$ cat config.mk
export PLATFORM = sky130hd
export DESIGN_NAME = barrett_fix_top
export DESIGN_NICKNAME = d
export VERILOG_FILES = /design/src/masked_pkg.sv /design/src/share_if.sv /design/src/b2a_conv.sv /design/src/barrett_fix_top.sv /design/src/cond_q_execute.sv /design/src/dom_and.sv /design/src/pipe_delay.sv /design/src/req_decode.sv /design/src/result_queue.sv
export SDC_FILE = /design/constraint.sdc
export NUM_CORES = 1
export LEC_CHECK = 0
export BUFFER_PORTS_ARGS = -buffer_cell sky130_fd_sc_hd__buf_2
export CAP_MARGIN = 20
export CORE_MARGIN = 2
export CORE_UTILIZATION = 60
export DETAILED_ROUTE_END_ITERATION = 7
export PLACE_DENSITY_LB_ADDON = 0.05
export SLEW_MARGIN = 20
export SYNTH_ARGS = -nofsm -noshare
export SYNTH_HDL_FRONTEND = slang
export SYNTH_SLANG_ARGS = --single-unit
$ cat constraint.sdc
create_clock -name clk -period 5.9 [get_ports clk]
set_input_delay 0.59 -clock clk [delete_from_list [all_inputs] [get_ports clk]]
set_output_delay 0.59 -clock clk [all_outputs]
set_load 0.05 [all_outputs]
$ cat src/masked_pkg.sv
// Masked Barrett correction shared definitions
// ML-KEM modulus, share widths, share containers and the masking
// randomness bundle used across the correction pipeline

package masked_pkg;

    // ML-KEM modulus and datapath widths
    localparam int Q_WIDTH   = 12;
    localparam int C_WIDTH   = 14;
    localparam int TAG_WIDTH = 4;

    localparam logic [Q_WIDTH-1:0] MLKEM_Q = 12'd3329;

    // ------------------------------------------------------------
    // Share containers
    // ------------------------------------------------------------

    // Two arithmetic shares of the unreduced coefficient
    typedef logic [1:0][C_WIDTH-1:0] c_shares_t;

    // Two shares of q width, Boolean or arithmetic
    typedef logic [1:0][Q_WIDTH-1:0] q_shares_t;

    // Request tag, returned with the result
    typedef logic [TAG_WIDTH-1:0] tag_t;

    // Fresh randomness drawn once per request
    typedef struct packed {
        logic [Q_WIDTH-1:0] rnd_12;
        logic               rnd_1;
    } rnd_t;

endpackage

$ cat src/share_if.sv
`timescale 1ns/1ns
// Share link between pipeline stages
// Carries a valid, a tag, two coefficient shares and masking randomness
// No back-pressure, a valid beat is always taken by the sink

interface share_if;
    import masked_pkg::*;

    logic      valid;
    tag_t      tag;
    c_shares_t c;
    rnd_t      rnd;

    // Producing stage
    modport src (
        output valid,
        output tag,
        output c,
        output rnd
    );

    // Consuming stage
    modport snk (
        input valid,
        input tag,
        input c,
        input rnd
    );

endinterface

$ cat src/b2a_conv.sv
`timescale 1ns/1ns
// Masked Boolean-to-arithmetic share conversion, Goubin method
// Input x = x0 ^ x1, output a0 + a1 = x modulo 2^WIDTH
// Stage 1 registers the masked psi terms, stage 2 combines them

module b2a_conv #(
    parameter int WIDTH = 12
) (
    input  logic                  clk,
    input  logic                  rst,
    input  logic                  zeroize,
    input  masked_pkg::q_shares_t x_bool,
    input  logic [WIDTH-1:0]      rnd,
    output masked_pkg::q_shares_t x_arith
);

    // Masked value, Boolean mask and helper mask
    logic [WIDTH-1:0] x_masked;
    logic [WIDTH-1:0] x_mask;
    logic [WIDTH-1:0] gamma;

    // Stage 1 registers
    logic [WIDTH-1:0] psi_g_q;
    logic [WIDTH-1:0] psi_rg_q;
    logic [WIDTH-1:0] x_masked_q;
    logic [WIDTH-1:0] x_mask_q;

    // Stage 2 registers, arithmetic shares
    logic [WIDTH-1:0] a0_q;
    logic [WIDTH-1:0] a1_q;

    assign x_masked = x_bool[0];
    assign x_mask   = x_bool[1];
    assign gamma    = rnd;

    // ------------------------------------------------------------
    // Stage 1: psi(gamma) and psi(r ^ gamma)
    // ------------------------------------------------------------
    always_ff @(posedge clk) begin
        if (rst || zeroize) begin
            psi_g_q    <= '0;
            psi_rg_q   <= '0;
            x_masked_q <= '0;
            x_mask_q   <= '0;
        end else begin
            // psi(a) = (x' ^ a) - a, affine over GF(2)
            psi_g_q    <= (x_masked ^ gamma) - gamma;
            psi_rg_q   <= (x_masked ^ x_mask ^ gamma) - (x_mask ^ gamma);
            x_masked_q <= x_masked;
            x_mask_q   <= x_mask;
        end
    end

    // ------------------------------------------------------------
    // Stage 2: psi(r) = psi(gamma) ^ psi(r ^ gamma) ^ psi(0)
    // ------------------------------------------------------------
    always_ff @(posedge clk) begin
        if (rst || zeroize) begin
            a0_q <= '0;
            a1_q <= '0;
        end else begin
            a0_q <= psi_g_q ^ psi_rg_q ^ x_masked_q;
            // Boolean mask becomes the second arithmetic share
            a1_q <= x_mask_q;
        end
    end

    assign x_arith[0] = a0_q;
    assign x_arith[1] = a1_q;

endmodule

$ cat src/barrett_fix_top.sv
`timescale 1ns/1ns
// Masked Barrett final correction, top level
// Decode, masked conditional q subtraction and credited result queue

module barrett_fix_top #(
    parameter int          QUEUE_DEPTH = 8,
    parameter int          OUT_CREDITS = 4,
    parameter logic [31:0] LFSR_SEED   = 32'h1b2c_3d4f
) (
    input  logic                         clk,
    input  logic                         rst,
    input  logic                         zeroize,
    // Request side
    input  logic                         in_valid,
    input  logic [masked_pkg::C_WIDTH-1:0] in_c0,
    input  logic [masked_pkg::C_WIDTH-1:0] in_c1,
    input  masked_pkg::tag_t             in_tag,
    output logic                         in_credit,
    // Result side
    output logic                         out_valid,
    output logic [masked_pkg::Q_WIDTH-1:0] out_r0,
    output logic [masked_pkg::Q_WIDTH-1:0] out_r1,
    output masked_pkg::tag_t             out_tag,
    input  logic                         out_credit
);

    // Stage links
    share_if dec_if ();
    share_if exe_if ();

    req_decode #(
        .LFSR_SEED (LFSR_SEED)
    ) i_req_decode (
        .clk      (clk),
        .rst      (rst),
        .zeroize  (zeroize),
        .in_valid (in_valid),
        .in_c0    (in_c0),
        .in_c1    (in_c1),
        .in_tag   (in_tag),
        .dec      (dec_if.src)
    );

    cond_q_execute i_cond_q_execute (
        .clk     (clk),
        .rst     (rst),
        .zeroize (zeroize),
        .dec     (dec_if.snk),
        .exe     (exe_if.src)
    );

    result_queue #(
        .QUEUE_DEPTH (QUEUE_DEPTH),
        .OUT_CREDITS (OUT_CREDITS)
    ) i_result_queue (
        .clk        (clk),
        .rst        (rst),
        .zeroize    (zeroize),
        .exe        (exe_if.snk),
        .out_credit (out_credit),
        .out_valid  (out_valid),
        .out_r0     (out_r0),
        .out_r1     (out_r1),
        .out_tag    (out_tag),
        .in_credit  (in_credit)
    );

endmodule

$ cat src/cond_q_execute.sv
`timescale 1ns/1ns
// Masked conditional q subtraction
// Flag = bit 12 or 13 of c0 + c1, masked and ANDed with shared q,
// converted to arithmetic shares and subtracted from c modulo 2^12
// Three cycles, one for the AND and two for the conversion

module cond_q_execute (
    input  logic clk,
    input  logic rst,
    input  logic zeroize,
    share_if.snk dec,
    share_if.src exe
);
    import masked_pkg::*;

    logic [C_WIDTH:0]   c_sum;
    logic               flag;
    logic [1:0]         flag_sh;
    q_shares_t          q_sh;
    logic [Q_WIDTH-1:0] dom_rnd;
    logic [Q_WIDTH-1:0] b2a_rnd;
    logic [1:0]         and_bit [Q_WIDTH];
    q_shares_t          and_bool;
    q_shares_t          and_arith;
    // Delayed request fields
    logic               tag_vld;
    logic               c_vld;
    tag_t               tag_d;
    c_shares_t          c_d;

    // ------------------------------------------------------------
    // Flag detection and share splitting
    // ------------------------------------------------------------
    assign c_sum   = {1'b0, dec.c[0]} + {1'b0, dec.c[1]};
    assign flag    = c_sum[12] | c_sum[13];
    // Refresh the flag into two Boolean shares
    assign flag_sh = {dec.rnd.rnd_1, flag ^ dec.rnd.rnd_1};
    // Split q with the 12-bit mask
    assign q_sh[0] = MLKEM_Q ^ dec.rnd.rnd_12;
    assign q_sh[1] = dec.rnd.rnd_12;
    // Rotated mask for the DOM cross terms
    assign dom_rnd = {dec.rnd.rnd_12[0], dec.rnd.rnd_12[Q_WIDTH-1:1]};

    // Bitwise masked AND of q with the flag
    for (genvar i = 0; i < Q_WIDTH; i++) begin : gen_dom_and
        dom_and i_dom_and (
            .clk     (clk),
            .rst     (rst),
            .zeroize (zeroize),
            .x       (flag_sh),
            .y       ({q_sh[1][i], q_sh[0][i]}),
            .rnd     (dom_rnd[i]),
            .z       (and_bit[i])
        );
    end

    // Repack per-bit products into share words
    always_comb begin
        for (int i = 0; i < Q_WIDTH; i++) begin
            and_bool[0][i] = and_bit[i][0];
            and_bool[1][i] = and_bit[i][1];
        end
    end

    // Conversion mask follows the AND output by one cycle
    always_ff @(posedge clk) begin
        if (zeroize) begin
            b2a_rnd <= '0;
        end else begin
            b2a_rnd <= dec.rnd.rnd_12;
        end
    end

    b2a_conv #(
        .WIDTH (Q_WIDTH)
    ) i_b2a_conv (
        .clk     (clk),
        .rst     (rst),
        .zeroize (zeroize),
        .x_bool  (and_bool),
        .rnd     (b2a_rnd),
        .x_arith (and_arith)
    );

    // ------------------------------------------------------------
    // Tag and c shares ride alongside the masked path
    // ------------------------------------------------------------
    pipe_delay #(
        .STAGES (3),
        .T      (tag_t)
    ) i_tag_delay (
        .clk       (clk),
        .rst       (rst),
        .zeroize   (zeroize),
        .in_valid  (dec.valid),
        .in_data   (dec.tag),
        .out_valid (tag_vld),
        .out_data  (tag_d)
    );

    pipe_delay #(
        .STAGES (3),
        .T      (c_shares_t)
    ) i_c_delay (
        .clk       (clk),
        .rst       (rst),
        .zeroize   (zeroize),
        .in_valid  (dec.valid),
        .in_data   (dec.c),
        .out_valid (c_vld),
        .out_data  (c_d)
    );

    // Share-wise subtraction, result in the low 12 bits
    assign exe.valid = tag_vld & c_vld;
    assign exe.tag   = tag_d;
    assign exe.c[0]  = {{(C_WIDTH-Q_WIDTH){1'b0}}, c_d[0][Q_WIDTH-1:0] - and_arith[0]};
    assign exe.c[1]  = {{(C_WIDTH-Q_WIDTH){1'b0}}, c_d[1][Q_WIDTH-1:0] - and_arith[1]};
    // No randomness past this stage
    assign exe.rnd   = '0;

endmodule

$ cat src/dom_and.sv
`timescale 1ns/1ns
// Domain-oriented masked AND of two 2-share bits
// Cross-domain terms refreshed with one random bit, all terms registered
// Product shares valid one cycle after the operands

module dom_and (
    input  logic       clk,
    input  logic       rst,
    input  logic       zeroize,
    input  logic [1:0] x,
    input  logic [1:0] y,
    input  logic       rnd,
    output logic [1:0] z
);

    // Inner-domain products
    logic inner0_q;
    logic inner1_q;
    // Refreshed cross-domain products
    logic cross01_q;
    logic cross10_q;

    always_ff @(posedge clk) begin
        if (rst || zeroize) begin
            inner0_q  <= 1'b0;
            inner1_q  <= 1'b0;
            cross01_q <= 1'b0;
            cross10_q <= 1'b0;
        end else begin
            inner0_q  <= x[0] & y[0];
            inner1_q  <= x[1] & y[1];
            // Same mask on both cross terms, cancels on recombination
            cross01_q <= (x[0] & y[1]) ^ rnd;
            cross10_q <= (x[1] & y[0]) ^ rnd;
        end
    end

    // Compression stays inside each domain
    assign z[0] = inner0_q ^ cross01_q;
    assign z[1] = inner1_q ^ cross10_q;

endmodule

$ cat src/pipe_delay.sv
`timescale 1ns/1ns
// Valid-qualified delay line of STAGES registers for any payload type
// Several items may be in flight, zeroize wipes the payload

module pipe_delay #(
    parameter int  STAGES = 3,
    parameter type T      = logic
) (
    input  logic clk,
    input  logic rst,
    input  logic zeroize,
    input  logic in_valid,
    input  T     in_data,
    output logic out_valid,
    output T     out_data
);

    logic [STAGES-1:0] vld_sr;
    T                  data_sr [STAGES];

    // Valid chain
    always_ff @(posedge clk) begin
        if (rst || zeroize) begin
            vld_sr <= '0;
        end else begin
            vld_sr[0] <= in_valid;
            for (int i = 1; i < STAGES; i++) begin
                vld_sr[i] <= vld_sr[i-1];
            end
        end
    end

    // Payload chain, shifts every cycle
    always_ff @(posedge clk) begin
        if (zeroize) begin
            for (int i = 0; i < STAGES; i++) begin
                data_sr[i] <= '0;
            end
        end else begin
            data_sr[0] <= in_data;
            for (int i = 1; i < STAGES; i++) begin
                data_sr[i] <= data_sr[i-1];
            end
        end
    end

    assign out_valid = vld_sr[STAGES-1];
    assign out_data  = data_sr[STAGES-1];

endmodule

$ cat src/req_decode.sv
`timescale 1ns/1ns
// Request decode stage
// Registers credited requests into coefficient shares and attaches
// fresh masking randomness from a 32-bit Galois LFSR

module req_decode #(
    parameter logic [31:0] LFSR_SEED = 32'h1b2c_3d4f
) (
    input  logic                         clk,
    input  logic                         rst,
    input  logic                         zeroize,
    input  logic                         in_valid,
    input  logic [masked_pkg::C_WIDTH-1:0] in_c0,
    input  logic [masked_pkg::C_WIDTH-1:0] in_c1,
    input  masked_pkg::tag_t             in_tag,
    share_if.src                         dec
);
    import masked_pkg::*;

    // x^32 + x^22 + x^2 + x + 1, right shifting form
    localparam logic [31:0] LFSR_TAPS = 32'h8020_0003;

    logic [31:0] lfsr;
    logic [31:0] lfsr_next;

    assign lfsr_next = {1'b0, lfsr[31:1]} ^ (lfsr[0] ? LFSR_TAPS : 32'h0);

    // ------------------------------------------------------------
    // Control: LFSR state and valid
    // ------------------------------------------------------------
    always_ff @(posedge clk) begin
        if (rst || zeroize) begin
            lfsr      <= LFSR_SEED;
            dec.valid <= 1'b0;
        end else begin
            dec.valid <= in_valid;
            // One step per accepted request
            if (in_valid) begin
                lfsr <= lfsr_next;
            end
        end
    end

    // Payload: request shares and randomness
    always_ff @(posedge clk) begin
        if (zeroize) begin
            dec.tag <= '0;
            dec.c   <= '0;
            dec.rnd <= '0;
        end else if (in_valid) begin
            dec.tag        <= in_tag;
            dec.c[0]       <= in_c0;
            dec.c[1]       <= in_c1;
            // Low bits and top bit taken from opposite ends of the state
            dec.rnd.rnd_12 <= lfsr[Q_WIDTH-1:0];
            dec.rnd.rnd_1  <= lfsr[31];
        end
    end

endmodule

$ cat src/result_queue.sv
`timescale 1ns/1ns
// Result FIFO with output-credit counting
// A pop needs a queued result and an output credit, each pop sends
// one result beat and returns one input credit in the same cycle

module result_queue #(
    parameter int QUEUE_DEPTH = 8,
    parameter int OUT_CREDITS = 4
) (
    input  logic                         clk,
    input  logic                         rst,
    input  logic                         zeroize,
    share_if.snk                         exe,
    input  logic                         out_credit,
    output logic                         out_valid,
    output logic [masked_pkg::Q_WIDTH-1:0] out_r0,
    output logic [masked_pkg::Q_WIDTH-1:0] out_r1,
    output masked_pkg::tag_t             out_tag,
    output logic                         in_credit
);
    import masked_pkg::*;

    localparam int PTR_W = (QUEUE_DEPTH > 1) ? $clog2(QUEUE_DEPTH) : 1;
    localparam int CNT_W = $clog2(QUEUE_DEPTH + 1);
    localparam int CRD_W = $clog2(OUT_CREDITS + 1);
    localparam logic [PTR_W-1:0] LAST_PTR = PTR_W'(QUEUE_DEPTH - 1);

    typedef struct packed {
        tag_t      tag;
        q_shares_t r;
    } entry_t;

    entry_t           mem [QUEUE_DEPTH];
    entry_t           wr_entry;
    logic [PTR_W-1:0] wr_ptr;
    logic [PTR_W-1:0] rd_ptr;
    logic [CNT_W-1:0] count;
    logic [CRD_W-1:0] credit_cnt;
    logic             push;
    logic             pop;

    // Input credits guarantee room, every beat is written
    assign push = exe.valid;
    assign pop  = (count != '0) && (credit_cnt != '0);

    always_comb begin
        wr_entry.tag  = exe.tag;
        wr_entry.r[0] = exe.c[0][Q_WIDTH-1:0];
        wr_entry.r[1] = exe.c[1][Q_WIDTH-1:0];
    end

    // ------------------------------------------------------------
    // Pointers, occupancy and output credits
    // ------------------------------------------------------------
    always_ff @(posedge clk) begin
        if (rst || zeroize) begin
            wr_ptr     <= '0;
            rd_ptr     <= '0;
            count      <= '0;
            credit_cnt <= CRD_W'(OUT_CREDITS);
        end else begin
            if (push) begin
                wr_ptr <= (wr_ptr == LAST_PTR) ? '0 : wr_ptr + 1'b1;
            end
            if (pop) begin
                rd_ptr <= (rd_ptr == LAST_PTR) ? '0 : rd_ptr + 1'b1;
            end
            case ({push, pop})
                2'b10:   count <= count + 1'b1;
                2'b01:   count <= count - 1'b1;
                default: count <= count;
            endcase
            // Returned credit and spent credit in one cycle cancel
            case ({out_credit, pop})
                2'b10:   credit_cnt <= credit_cnt + 1'b1;
                2'b01:   credit_cnt <= credit_cnt - 1'b1;
                default: credit_cnt <= credit_cnt;
            endcase
        end
    end

    // Storage, wiped on zeroize
    always_ff @(posedge clk) begin
        if (zeroize) begin
            for (int i = 0; i < QUEUE_DEPTH; i++) begin
                mem[i] <= '0;
            end
        end else if (push) begin
            mem[wr_ptr] <= wr_entry;
        end
    end

    // Output beat and input credit return
    always_ff @(posedge clk) begin
        if (rst || zeroize) begin
            out_valid <= 1'b0;
            in_credit <= 1'b0;
        end else begin
            out_valid <= pop;
            in_credit <= pop;
        end
    end

    always_ff @(posedge clk) begin
        if (zeroize) begin
            out_tag <= '0;
            out_r0  <= '0;
            out_r1  <= '0;
        end else if (pop) begin
            out_tag <= mem[rd_ptr].tag;
            out_r0  <= mem[rd_ptr].r[0];
            out_r1  <= mem[rd_ptr].r[1];
        end
    end

endmodule

==> impl_metrics.yaml <==
run_status:
  status: "finished, final reports clean"
drt:
  via_per_inst: 5.43
  drt_iter0_drc: 776
  antenna_left: 0
  vias: 14400
  wl_per_cell_um: 17.5
  drc: 0
  firstDrtPassIters: 7
  finalWirelength_um: 46300
global_routing:
  grt_max_degree: 92
  grt_pass1_wl_um: 75300
  grt_busiest_layer: "met2"
  grtUsageMet1: 0.305
  met3_usage: 0.0370
  antenna_found_initial: 0
  grt_usage: 0.235
  grt_pass1_vias: 14400
  grt-ovfl-total: 0
  met2_usage: 0.396
floorplan:
  row_count: 72
  start_util: 0.605
  die-width_um: 201
  die-area_um2: 40400
  die_y_um: 201
  ioPinCount: 67
  core_um2: 38500
sta:
  slew-limit-headroom: 0.263
  min_period_ps: 3280
  finalCritPeriodShare: 0.555
  tightest_slew_ps: 1100
  finalHoldViolations: 0
  clock_skew_ps: 20.9
  max_freq_mhz: 305
  setup_violations: 0
  slew_viol_final: 0
  setup_tns_ps: 0
  rsz0062_at_grt: "no"
  setup_ws_ps: 2620
logic_synthesis:
  syn_nets: 2157
  ys_types: 52
  syn_area_um2: 23300
  ys_seq_area_frac: 0.579
  avgSynthCellArea_um2: 11.3
  synthArstFlopShare: 0
  synthFlopType: "dfxtp_1"
  synth_edf_count: 224
  synthCells: 2052
  synth_top_cell_by_area: "dfxtp_1"
  synth-seq-cells: 562
  synth_warnings: 0
  synth_top_area_share: 0.291
  synthTopCellsByArea: "dfxtp_1 29%, edfxtp_1 29%, nor2_1 5.9%, mux4_2 5.4%, mux2i_1 3.9%"
  yosysMostFrequentCell: "nor2_1"
  ys_top_cells_by_count: "366 x nor2_1, 338 x dfxtp_1, 224 x edfxtp_1, 107 x nor2b_1, 91 x mux2i_1"
cells_and_area:
  drive_above_1_share: 0.117
  fillCellCount: 2923
  area_delta_synth_final_pct: 10.8
  fin_nets: 2187
  insertedDiodeCount: 0
  design_area_um2: 25800
setup_path:
  cp_max_fo: 8
  worst_ep_arrival_time_ps: 3580
  crit_family: "compound AO/OA/AOI/OAI gates"
  start_kind: "register"
  cp_cell_sequence: "inv_1 -> ha_1 -> fa_1 -> nor2b_1 -> o21ai_0 -> a21boi_0 -> o21ai_0 -> a211oi_1 -> nor4_1 -> a311oi_1 -> nor2_1"
  critPathMostFrequentCell: "o21ai_0"
  crit_slowest_cell: "a311oi_1"
  cpPeakStageDelay_ps: 890
  critPathBufInv: 1
  path_class: "reg -> reg"
  worstSetupEndpointType: "register"
  worstPathRequired_ps: 6200
power:
  irDropWorstVdd_mv: 0.250
  p_sw_uw: 1930
  power_density_nw_per_um2: 323
  p_leak_uw: 0.00979
  p_comb_frac: 0.086
  seq_power_share: 0.508
  swShare: 0.232
  internal-power_uw: 6390
  clockPowerShare: 0.407
placement:
  place.gp.congestion: 0.843
  post_dp_cell_area_um2: 24000
  pre_cts_ws_ps: 2640
  hpwlAfterDp_um: 30400
  port_buffers: 66
clock_network:
  numCtsBuffers: 55
  cts-resized-gates: 0
  cts_tree: "yes"
  htree_num_levels: 2
  cts.path.max_buffers: 3
  clk_latency_ps: 590
  clock_tree.root_cell: "clkbuf_16"
  cts_post_setup_buffers_inserted: 0
  cts_num_sinks: 562
  postCtsHoldBufs: 0
  clk_pin_slew_ps: 60
min_path:
  hold_path_class: "in -> reg"
flow_run:
  max-cap-violations: 0
==> power groups by stage <==
stage               logic (uW)  registers [uW]  clock network, uW
floorplan                  544            4290                  0
global placement           700            4310                  0
detailed placement         713            4310                  0
CTS                        716            4230               3460
global route               790            4240               3620
finish                     713            4230               3390
==> state kept, by name, summed over array words and instances, names as in the netlist, 13 cells and up <==
register / flops
i_result_queue.mem: 224
i_cond_q_execute.i_c_delay.data_sr: 72
i_req_decode.lfsr: 32
i_req_decode.dec.c: 28
i_req_decode.dec.rnd: 13
==> layout make-up <==
class / count / area, um2 / area share
clock inverter: 19 / 113 / 0.00436
tap: 518 / 648 / 0.0251
clock buffer: 84 / 1680 / 0.0650
multi-input combinational: 1312 / 9140 / 0.354
inverter: 67 / 251 / 0.00975
sequential: 562 / 13500 / 0.523
timing repair buffer: 84 / 478 / 0.0185
==> placed cells by master, fill, tap and decap left out, types with 6 or more instances in the layout <==
master and n:
clkbuf_16 56, inv_1 67, nor3_1 36, o21ai_0 28
clkbuf_1 11, nand2b_1 37, and3_1 21, nor2b_1 107
clkbuf_8 17, nor4_1 8, xnor2_1 85, xor2_1 51
clkinv_2 12, nand2_1 73, mux4_2 56, buf_2 64
nand3_1 35, edfxtp_1 224, nand4_1 16, mux2i_1 91
and2_1 59, ha_1 63, a21o_1 6, nor2_1 364
dfxtp_1 335, a211oi_1 32, a21oi_1 66, buf_4 18
a31oi_1 7, or3_1 15
==> stage by stage <==
stage | std cells | total power, uW | util | hold slack [ps]
4_1_cts | 2646 | 8410 | 0.671 | 192
2_1_floorplan | 2052 | 4830 | - | 406
5_1_grt | 2646 | 8650 | 0.671 | 212
6_report | 2646 | 8330 | 0.671 | 229
3_5_place_dp | 2543 | 5030 | 0.624 | 411
3_3_place_gp | 2543 | 5010 | 0.624 | 409
==> tightest hold or removal path, stage by stage <==
cell and delay, ps:
buf_2 70, mux2i_1 50, nor2_1 70
==> path summary, 6_finish.rpt <==
check                                                 start  cells after the start                                    to  slack, ps
hold / removal                                    in_c1[13]                      3                i_req_decode.dec.c[27]        230
hold reg to reg        i_cond_q_execute.i_c_delay.vld_sr[1]                      1  i_cond_q_execute.i_c_delay.vld_sr[2]        420
setup / recovery  i_cond_q_execute.i_c_delay.data_sr[0][70]                     11             i_result_queue.mem[7][22]       2620
setup reg to reg  i_cond_q_execute.i_c_delay.data_sr[0][70]                     11             i_result_queue.mem[7][22]       2620
==> routing by layer <==
layer,up-vias,wire length [um]
met3,77,2430
met1,6852,20200
met4,0,1600
li1,7117,-
met5,-,0
met2,320,22100
==> cells by family after synthesis <==
| kind of cell | share of synthesized area |
|---|---|
| xor+xnor | 0.0512 |
| compound gates | 0.0450 |
| mux | 0.0933 |
| simple gates | 0.164 |
| fa+ha+maj | 0.0382 |
| flops | 0.579 |
| buf+inv | 0.0291 |
No activity file was read; power rests on OpenSTA's default activity.
